$ cat config.mk
export PLATFORM = sky130hd
export DESIGN_NAME = cache_top
export DESIGN_NICKNAME = d
export VERILOG_FILES = /design/src/cache_pkg.sv /design/src/icache.sv /design/src/line_fill.sv /design/src/bus_arbiter.sv /design/src/cache_top.sv
export SDC_FILE = /design/constraint.sdc
export NUM_CORES = 1
export LEC_CHECK = 0
export BUFFER_PORTS_ARGS = -buffer_cell sky130_fd_sc_hd__buf_4
export CAP_MARGIN = 30
export CELL_PAD_IN_SITES_DETAIL_PLACEMENT = 1
export CELL_PAD_IN_SITES_GLOBAL_PLACEMENT = 1
export CORE_MARGIN = 3
export CORE_UTILIZATION = 45
export CTS_CLUSTER_SIZE = 20
export DETAILED_ROUTE_END_ITERATION = 10
export PLACE_DENSITY_LB_ADDON = 0.1
export SYNTH_ARGS = -nofsm -noshare
export SYNTH_HDL_FRONTEND = slang
export SYNTH_SLANG_ARGS = --single-unit
$ cat constraint.sdc
create_clock -name CLK -period 5.05 [get_ports CLK]
set_input_delay 0 -clock CLK [delete_from_list [all_inputs] [get_ports CLK]]
set_output_delay 0 -clock CLK [all_outputs]
set_load 0.1 [all_outputs]
$ cat src/cache_pkg.sv
`default_nettype none

package cache_pkg;

    //======================================================================
    // Widths and geometry
    //======================================================================
    localparam int CODE_ADDR_W = 16;  // Fetch address, counted in codes
    localparam int DATA_ADDR_W = 15;  // Data address, counted in bytes
    localparam int BUS_ADDR_W  = 16;  // External byte address
    localparam int BYTE_W      = 8;
    localparam int CODE_W      = 4;   // One instruction code
    localparam int IC_ENTRIES  = 4;   // Direct mapped
    localparam int LINE_BYTES  = 4;

    localparam logic [CODE_W-1:0] NOP_CODE = 4'hf;

    // Fields of a fetch address, derived from the geometry above
    localparam int LINE_CODES    = LINE_BYTES * BYTE_W / CODE_W;
    localparam int CODE_OFFSET_W = $clog2(LINE_CODES);  // Code position in a line
    localparam int BYTE_OFFSET_W = $clog2(LINE_BYTES);  // Byte position in a line
    localparam int IC_INDEX_W    = $clog2(IC_ENTRIES);
    localparam int IC_TAG_W      = CODE_ADDR_W - IC_INDEX_W - CODE_OFFSET_W;

    //======================================================================
    // Vector types
    //======================================================================
    typedef logic [CODE_ADDR_W-1:0]       code_addr_t;
    typedef logic [DATA_ADDR_W-1:0]       data_addr_t;
    typedef logic [BUS_ADDR_W-1:0]        bus_addr_t;
    typedef logic [BYTE_W-1:0]            byte_t;
    typedef logic [CODE_W-1:0]            code_t;
    typedef logic [LINE_BYTES*BYTE_W-1:0] line_t;  // Byte 0 in the low lane
    typedef logic [IC_TAG_W-1:0]          ic_tag_t;
    typedef logic [IC_INDEX_W-1:0]        ic_index_t;
    typedef logic [CODE_OFFSET_W-1:0]     code_offset_t;

    // One byte transfer on a req/rdy port
    typedef struct packed {
        logic      write;
        bus_addr_t addr;
        byte_t     wdata;  // Don't care on reads
    } bus_cmd_t;

    //======================================================================
    // State machines
    //======================================================================
    typedef enum logic [1:0] {
        IC_IDLE,
        IC_RESPOND,
        IC_FILL
    } ic_state_t;

    typedef enum logic [1:0] {
        FILL_IDLE,
        FILL_BYTE,
        FILL_ACK
    } fill_state_t;

    typedef enum logic [1:0] {
        GRANT_NONE,
        GRANT_DATA,
        GRANT_FILL
    } arb_grant_t;

endpackage

`default_nettype wire

$ cat src/icache.sv
`timescale 1ns/1ns
`default_nettype none

module icache
(
    input  wire                        CLK,
    input  wire                        RES,
    // Fetch port
    input  wire                        if_req,
    input  wire cache_pkg::code_addr_t if_addr,
    output cache_pkg::code_t           if_code,
    output logic                       if_rdy,
    // Line fill handshake
    output logic                       fill_req,
    output cache_pkg::bus_addr_t       fill_line,
    input  wire                        fill_ack,
    input  wire cache_pkg::line_t      fill_data
);

    //======================================================================
    // Storage
    //======================================================================
    cache_pkg::ic_tag_t              tag_arr  [cache_pkg::IC_ENTRIES];
    cache_pkg::line_t                data_arr [cache_pkg::IC_ENTRIES];
    logic [cache_pkg::IC_ENTRIES-1:0] valid;

    cache_pkg::ic_state_t  state;
    cache_pkg::ic_state_t  state_next;
    cache_pkg::code_addr_t req_addr;  // Address of the accepted fetch

    // Fields of the incoming address, used for the hit check
    cache_pkg::ic_tag_t   in_tag;
    cache_pkg::ic_index_t in_index;
    logic                 hit;
    logic                 accept;

    // Fields of the accepted address
    cache_pkg::ic_tag_t       req_tag;
    cache_pkg::ic_index_t     req_index;
    cache_pkg::code_offset_t  req_offset;
    logic                     line_write;

    assign in_tag   = if_addr[cache_pkg::CODE_ADDR_W-1 -: cache_pkg::IC_TAG_W];
    assign in_index = if_addr[cache_pkg::CODE_OFFSET_W +: cache_pkg::IC_INDEX_W];

    assign req_tag    = req_addr[cache_pkg::CODE_ADDR_W-1 -: cache_pkg::IC_TAG_W];
    assign req_index  = req_addr[cache_pkg::CODE_OFFSET_W +: cache_pkg::IC_INDEX_W];
    assign req_offset = req_addr[cache_pkg::CODE_OFFSET_W-1:0];

    // Only the indexed entry can hold the line
    assign hit    = valid[in_index] && (tag_arr[in_index] == in_tag);
    assign accept = (state == cache_pkg::IC_IDLE) && if_req;

    // Line comes back from the fill engine in one piece
    assign line_write = (state == cache_pkg::IC_FILL) && fill_ack;

    //======================================================================
    // Control
    //======================================================================
    always_comb
    begin
        state_next = state;
        case (state)
            cache_pkg::IC_IDLE:
            begin
                if (if_req)
                    state_next = hit ? cache_pkg::IC_RESPOND : cache_pkg::IC_FILL;
            end
            cache_pkg::IC_RESPOND:
                state_next = cache_pkg::IC_IDLE;  // One answer per request
            cache_pkg::IC_FILL:
            begin
                if (fill_ack)
                    state_next = cache_pkg::IC_RESPOND;
            end
            default:
                state_next = cache_pkg::IC_IDLE;
        endcase
    end

    always_ff @(posedge CLK, posedge RES)
    begin
        if (RES)
            state <= cache_pkg::IC_IDLE;
        else
            state <= state_next;
    end

    always_ff @(posedge CLK)
    begin
        if (accept)
            req_addr <= if_addr;
    end

    //======================================================================
    // Array update
    //======================================================================
    always_ff @(posedge CLK, posedge RES)
    begin
        if (RES)
            valid <= '0;
        else if (line_write)
            valid[req_index] <= 1'b1;
    end

    // Tag and data change together, so the entry is never half written
    always_ff @(posedge CLK)
    begin
        if (line_write)
        begin
            tag_arr[req_index]  <= req_tag;
            data_arr[req_index] <= fill_data;
        end
    end

    //======================================================================
    // Outputs
    //======================================================================
    assign fill_req  = (state == cache_pkg::IC_FILL);
    assign fill_line = {1'b0,
                        req_addr[cache_pkg::CODE_ADDR_W-1:cache_pkg::CODE_OFFSET_W],
                        {cache_pkg::BYTE_OFFSET_W{1'b0}}};  // Byte 0 of the line

    assign if_rdy = (state == cache_pkg::IC_RESPOND);

    // Code j sits at nibble j, low nibble of each byte first
    always_comb
    begin
        if (if_rdy)
            if_code = data_arr[req_index][req_offset*cache_pkg::CODE_W +: cache_pkg::CODE_W];
        else
            if_code = cache_pkg::NOP_CODE;
    end

endmodule

`default_nettype wire

$ cat src/line_fill.sv
`timescale 1ns/1ns
`default_nettype none

module line_fill
(
    input  wire                        CLK,
    input  wire                        RES,
    // Four-phase handshake with the cache
    input  wire                        fill_req,
    input  wire cache_pkg::bus_addr_t  fill_line,
    output logic                       fill_ack,
    output cache_pkg::line_t           fill_data,
    // Byte port towards the arbiter
    output logic                       byte_req,
    output cache_pkg::bus_cmd_t        byte_cmd,
    input  wire                        byte_rdy,
    input  wire cache_pkg::byte_t      byte_rdata
);

    cache_pkg::fill_state_t state;
    cache_pkg::fill_state_t state_next;

    logic [cache_pkg::BYTE_OFFSET_W-1:0] byte_cnt;  // Byte of the line in flight
    logic                                last_byte;
    logic                                byte_done;
    cache_pkg::line_t                    line_buf;

    assign last_byte = &byte_cnt;
    assign byte_done = (state == cache_pkg::FILL_BYTE) && byte_rdy;

    //======================================================================
    // Sequencer
    //======================================================================
    always_comb
    begin
        state_next = state;
        case (state)
            cache_pkg::FILL_IDLE:
            begin
                if (fill_req)
                    state_next = cache_pkg::FILL_BYTE;
            end
            cache_pkg::FILL_BYTE:
            begin
                if (byte_rdy && last_byte)
                    state_next = cache_pkg::FILL_ACK;
            end
            cache_pkg::FILL_ACK:
            begin
                if (!fill_req)  // Cache has taken the line
                    state_next = cache_pkg::FILL_IDLE;
            end
            default:
                state_next = cache_pkg::FILL_IDLE;
        endcase
    end

    always_ff @(posedge CLK, posedge RES)
    begin
        if (RES)
        begin
            state    <= cache_pkg::FILL_IDLE;
            byte_cnt <= '0;
        end
        else
        begin
            state <= state_next;
            if (state == cache_pkg::FILL_IDLE)
                byte_cnt <= '0;
            else if (byte_done)
                byte_cnt <= byte_cnt + 1'b1;  // Wraps to 0 after the last byte
        end
    end

    // Bytes arrive in rising order, so after four shifts byte 0 is in the low lane
    always_ff @(posedge CLK)
    begin
        if (byte_done)
            line_buf <= {byte_rdata, line_buf[$bits(cache_pkg::line_t)-1:cache_pkg::BYTE_W]};
    end

    //======================================================================
    // Outputs
    //======================================================================
    assign byte_req = (state == cache_pkg::FILL_BYTE);

    always_comb
    begin
        byte_cmd.write = 1'b0;  // Fills only read
        byte_cmd.addr  = {fill_line[cache_pkg::BUS_ADDR_W-1:cache_pkg::BYTE_OFFSET_W], byte_cnt};
        byte_cmd.wdata = '0;
    end

    assign fill_ack  = (state == cache_pkg::FILL_ACK);
    assign fill_data = line_buf;

endmodule

`default_nettype wire

$ cat src/bus_arbiter.sv
`timescale 1ns/1ns
`default_nettype none

module bus_arbiter
(
    input  wire                        CLK,
    input  wire                        RES,
    // Data port from the CPU
    input  wire                        dm_req,
    input  wire                        dm_write,
    input  wire cache_pkg::data_addr_t dm_addr,
    input  wire cache_pkg::byte_t      dm_wdata,
    output logic                       dm_rdy,
    output cache_pkg::byte_t           dm_rdata,
    // Byte port from the fill engine
    input  wire                        byte_req,
    input  wire cache_pkg::bus_cmd_t   byte_cmd,
    output logic                       byte_rdy,
    output cache_pkg::byte_t           byte_rdata,
    // External bus
    output logic                       bus_req,
    output cache_pkg::bus_cmd_t        bus_cmd,
    input  wire                        bus_rdy,
    input  wire cache_pkg::byte_t      bus_rdata
);

    cache_pkg::arb_grant_t grant;
    cache_pkg::arb_grant_t grant_next;
    cache_pkg::bus_cmd_t   dm_cmd;

    // Data space is the upper half of the bus
    always_comb
    begin
        dm_cmd.write = dm_write;
        dm_cmd.addr  = {1'b1, dm_addr};
        dm_cmd.wdata = dm_wdata;
    end

    //======================================================================
    // Grant
    //======================================================================
    always_comb
    begin
        grant_next = grant;
        case (grant)
            cache_pkg::GRANT_NONE:
            begin
                if (dm_req)  // Data first
                    grant_next = cache_pkg::GRANT_DATA;
                else if (byte_req)
                    grant_next = cache_pkg::GRANT_FILL;
            end
            cache_pkg::GRANT_DATA,
            cache_pkg::GRANT_FILL:
            begin
                if (bus_rdy)
                    grant_next = cache_pkg::GRANT_NONE;
            end
            default:
                grant_next = cache_pkg::GRANT_NONE;
        endcase
    end

    always_ff @(posedge CLK, posedge RES)
    begin
        if (RES)
            grant <= cache_pkg::GRANT_NONE;
        else
            grant <= grant_next;
    end

    //======================================================================
    // Bus side and return path
    //======================================================================
    assign bus_req = (grant != cache_pkg::GRANT_NONE);
    assign bus_cmd = (grant == cache_pkg::GRANT_FILL) ? byte_cmd : dm_cmd;

    // Rdy and read data go back to the granted side only
    assign dm_rdy     = (grant == cache_pkg::GRANT_DATA) && bus_rdy;
    assign byte_rdy   = (grant == cache_pkg::GRANT_FILL) && bus_rdy;
    assign dm_rdata   = (grant == cache_pkg::GRANT_DATA) ? bus_rdata : '0;
    assign byte_rdata = (grant == cache_pkg::GRANT_FILL) ? bus_rdata : '0;

endmodule

`default_nettype wire

$ cat src/cache_top.sv
`timescale 1ns/1ns
`default_nettype none

module cache_top
(
    input  wire                        CLK,
    input  wire                        RES,
    // Instruction fetch
    input  wire                        if_req,
    input  wire cache_pkg::code_addr_t if_addr,
    output cache_pkg::code_t           if_code,
    output logic                       if_rdy,
    // Data access, uncached
    input  wire                        dm_req,
    input  wire                        dm_write,
    input  wire cache_pkg::data_addr_t dm_addr,
    input  wire cache_pkg::byte_t      dm_wdata,
    output cache_pkg::byte_t           dm_rdata,
    output logic                       dm_rdy,
    // External byte bus
    output logic                       bus_req,
    output cache_pkg::bus_cmd_t        bus_cmd,
    input  wire                        bus_rdy,
    input  wire cache_pkg::byte_t      bus_rdata
);

    //======================================================================
    // Internal links
    //======================================================================
    logic                 fill_req;
    cache_pkg::bus_addr_t fill_line;
    logic                 fill_ack;
    cache_pkg::line_t     fill_data;

    logic                 byte_req;  // Fill engine to arbiter
    cache_pkg::bus_cmd_t  byte_cmd;
    logic                 byte_rdy;
    cache_pkg::byte_t     byte_rdata;

    icache icache_inst
    (
        .CLK       (CLK),
        .RES       (RES),
        .if_req    (if_req),
        .if_addr   (if_addr),
        .if_code   (if_code),
        .if_rdy    (if_rdy),
        .fill_req  (fill_req),
        .fill_line (fill_line),
        .fill_ack  (fill_ack),
        .fill_data (fill_data)
    );

    line_fill line_fill_inst
    (
        .CLK        (CLK),
        .RES        (RES),
        .fill_req   (fill_req),
        .fill_line  (fill_line),
        .fill_ack   (fill_ack),
        .fill_data  (fill_data),
        .byte_req   (byte_req),
        .byte_cmd   (byte_cmd),
        .byte_rdy   (byte_rdy),
        .byte_rdata (byte_rdata)
    );

    bus_arbiter bus_arbiter_inst
    (
        .CLK        (CLK),
        .RES        (RES),
        .dm_req     (dm_req),
        .dm_write   (dm_write),
        .dm_addr    (dm_addr),
        .dm_wdata   (dm_wdata),
        .dm_rdy     (dm_rdy),
        .dm_rdata   (dm_rdata),
        .byte_req   (byte_req),
        .byte_cmd   (byte_cmd),
        .byte_rdy   (byte_rdy),
        .byte_rdata (byte_rdata),
        .bus_req    (bus_req),
        .bus_cmd    (bus_cmd),
        .bus_rdy    (bus_rdy),
        .bus_rdata  (bus_rdata)
    );

endmodule

`default_nettype wire

==> impl_summary.md <==
Status
The flow ran to the end, and the final reports show no timing, DRC or antenna violations.

Pwr
In this run the static leakage power is approximately 3.9 nW. For this design the ratio of total power to cell area is about 480 nW/um^2. The maximum vdd drop is 0.364 mV.

Setup path
Counting buffers and inverters, the worst setup path is 6 cells deep. The last element of the critical path is if_code[3]. The category of the worst setup path capture point is a primary output. Walking the worst path, the cells encountered are buf_4, mux4_1, mux4_2, nand2_1, o211ai_1, buf_4. The worst path arrival time is 3.17 ns.

The family with the most delay on the worst path is multiplexers. Data on the critical path is required at its endpoint by 5.05 ns. The number of buffers and inverters on the critical path is 2.

The worst setup path is of the flip-flop to primary output kind. The worst flop-to-flop path startpoint is icache_inst.state[1]. The slowest library cell on the worst path is dfxtp_2. STA classifies the critical path startpoint as a flip-flop. For this run, the slowest stage of the critical path takes 0.62 ns. In this design, the critical path's most frequently occurring cell is buf_4. The capture instance of the worst register-to-register path is icache_inst.data_arr[2][1]. The number of cells traversed by the worst register-to-register path is 5. Setup slack on the worst reg-to-reg path comes out at between 2 and 2.5 ns. The top fanout value on the critical path is 19.

Clock tree
The CTS sink count is between 200 and 250. The number of gates resized after CTS was 0. The quantity of hold-fixing buffers added after cts is 29. The CTS tree is yes.

The root buffer cell chosen for the clock tree is clkbuf_16. The clock transition at the registers of the reported paths is 0.06 ns. The number of H-tree branching levels is 1. The insertion delay of the later-clocked pin in the worst-skew pair is roughly 0.5 ns. Buffers inserted during clock tree synthesis total 25.

The maximum buffer depth of the clock tree is 3. The post-CTS setup buffer count is 0.

Placed design
In this run the tool buffered the top-level ports with approximately 90 buffer cells. The worst slack after detailed placement is around 2.2 ns. The placed cell area is between 10000 and 15000 sq um.

The placed wire-length estimate after detailed placement is 10800 microns. The placer's final routability congestion estimate is 0.697.

Route
The detail route stage leaves a number of antenna-violating nets equal to 0. After detailed routing, the number of remaining DRC violations is 0. The routed design has ~18000 microns of wire. The first routing iteration left 382 violations. In the final routed layout, each cell accounts on average for between 20 and 25 microns.

After detailed routing, the number of vias per cell comes to approximately 5.2. The total number of vias is between 4000 and 5000. The pre-antenna-repair detailed-routing pass consisted of 4 iterations.

STA
Setup slack on the critical path of the routed design comes to about 1.9 ns. The slew at the pin with the worst max-slew slack is a little under 1 ns. The sum of negative setup slack is 0 ns. The share of the clock period used by the worst path after layout is between 60% and 70%.

The time the final worst path needs with I/O delays and setup is around 3.2 ns. The total count of hold-check failures in the final report came to 0. The clock arrives with 0.00666 ns of skew.

Setup repair after global routing left no endpoint under its margin. The total count of max-transition violations in the final report is 0. Setup violations remaining at the end of the flow were counted as 0. The highest clock frequency the design can meet is 315 MHz. The worst pin sits at a relative slew slack of 33.7%.

Layout
The finished cells cover between 10000 and 15000 sq um. The number of nets in the finished design is around 630. 0 antenna diodes ended up in the layout. Relative to the synthesized area, the layout overhead comes to 22.5%.

In the final layout, the share of cells above drive strength 1 is a little over a third.

Synthesis
A synthesized cell averages 20.8 sq um. During synthesis, Yosys emitted a total of 0 warnings. The sequential share of the synthesized area is between 70% and 80%.

The synthesized flop and latch total is between 200 and 250. The synthesized net count is 495. The proportion of register bits with asynchronous set or reset after synthesis is roughly 5.1%.

The synthesized netlist occupies a cell area of between 9000 and 10000 sq um. The most used flip-flop cell after synthesis is edfxtp_1. The netlist uses 35 different library cells.

Yosys mapped a number of flops with a built-in enable equal to between 200 and 250. The count of mapped cells out of synthesis is 438.

GRT
The number of antenna violations at the first check in global routing is 0. The number of global-route vias before repair came to between 5000 and 6000. The maximum number of pins on one net before global-route repair is 40. The first global-routing pass estimated ~28000 microns of wire. The global-route total usage across every layer is between 15 and 20%.

The aggregate global routing overflow is 0.

Floorplanning
The die covers around 22000 sq um. between 90 and 100 I/O pins were placed. The x dimension of the die is approximately 150 microns. The effective utilization at floorplan is about 46%. The die is around 150 microns tall. The number of placement rows is between 50 and 60. The area of the core region is a little under 20000 sq um.

Job
Max-cap violations in this run came to 0.

Worst hold path
The classification of the worst-slack hold path is input pin to async pin.
==> logic make-up (layout without fill, tap and decap cells) <==
family | count (synthesis) | after routing | share of synthesized area [%]
flip-flops | 234 | 234 | 76.1
multiplexers | 74 | 74 | 14.7
AND/OR/NAND/NOR | 60 | 60 | 3.84
buffers and inverters | 27 | 183 | 1.60
AO/OA/AOI/OAI | 23 | 23 | 1.64
XOR/XNOR | 16 | 16 | 1.54
adder cells (fa/ha/maj) | 4 | 4 | 0.548
==> per-stage QoR <==
stage / total power, mW / hold slack [ns] / utilization [%] / cells
finish: 5.33 / 0.0942 / 56.7 / 859
CTS: 5.39 / 0.0931 / 56.7 / 859
floorplan: 3.40 / -0.135 / - / 438
global placement: 3.65 / 0.0474 / 51.3 / 785
global route: 5.55 / 0.145 / 56.7 / 859
detailed placement: 3.68 / 0.0616 / 51.3 / 785
==> tightest hold or removal path, stage by stage <==
cell           delay, ns
dlygate4sd3_1       0.54
buf_4               0.13
inv_1               0.36
==> power by group <==
| group | internal [mW] | leakage, nW | switching (mW) |
|---|---|---|---|
| sequential | 2.29 | 2.15 | 0.128 |
| combinational | 0.374 | 1.35 | 0.856 |
| clock | 1.00 | 0.379 | 0.683 |
| total | 3.66 | 3.88 | 1.67 |
==> Yosys cell counts, drive strengths merged (5+ instances only) <==
library cell	number	share of area, %
dfrtp	12	3.3
and2	17	1.2
nand2	7	0.29
mux4	44	11
mux2	21	2.6
edfxtp	220	72
nor2	6	0.25
clkbuf	5	0.21
o21ai	7	0.38
nor2b	13	0.89
xnor2	12	1.2
buf	14	1.1
inv	8	0.33
a21oi	6	0.33
mux2i	9	0.99
==> how the worst min path moves through the flow <==
stage | start | endpoint | slack [ns] | cells past startpoint
after floorplan | RES | bus_arbiter_inst.grant[0] | -0.14 | 1
after global placement | RES | icache_inst.valid[3] | 0.05 | 2
after detailed placement | RES | icache_inst.valid[3] | 0.06 | 2
after CTS | RES | icache_inst.valid[3] | 0.09 | 3
after global routing | RES | icache_inst.valid[3] | 0.15 | 3
final | RES | icache_inst.valid[3] | 0.09 | 3
==> sequential cells by signal (all words and copies together), names as in the netlist, named ones only <==
register	cells
icache_inst.tag_arr	44
icache_inst.valid	4
line_fill_inst.state	2
line_fill_inst.fill_data	32
icache_inst.data_arr	128
bus_arbiter_inst.grant	2
line_fill_inst.byte_cnt	2
icache_inst.state	2
icache_inst.req_addr	16
==> layer usage <==
metal	wire (microns)	track usage, %	vias to the layer above
met5	0	0	-
met4	204	3.14	0
met3	930	2.44	19
met2	8820	27.1	128
met1	7720	23.5	2301
li1	-	-	2029
==> cell usage in the layout (no fill, tap or decap), types with 2 or more instances in the layout <==
cell type / count
clkbuf_16: 25
nor2_1: 5
clkinv_2: 7
nor3b_2: 2
or2_2: 4
mux2i_1: 9
a21o_1: 2
dfrtp_1: 12
clkbuf_1: 2
mux4_2: 37
o21ai_0: 7
o211ai_1: 4
mux2_2: 21
nor2b_1: 13
edfxtp_1: 220
a21oi_1: 6
dlygate4sd3_1: 29
xnor2_1: 12
ha_1: 4
dfxtp_2: 2
and2_1: 17
nand4_1: 4
nand2_1: 7
inv_1: 8
clkinv_1: 8
buf_4: 101
bufinv_16: 2
nand2b_1: 2
mux4_1: 7
xor2_1: 4
==> cell type report <==
| class | instances | area, sq um |
|---|---|---|
| repair buffers | 130 | 1050 |
| clock inverters | 18 | 133 |
| clock buffers | 27 | 633 |
| multi-input cells | 177 | 2050 |
| inverters | 8 | 30.0 |
| well taps | 265 | 332 |
| fillers | 1712 | 8540 |
| flip-flops and latches | 234 | 6950 |
No activity file was read; power rests on OpenSTA's default activity.
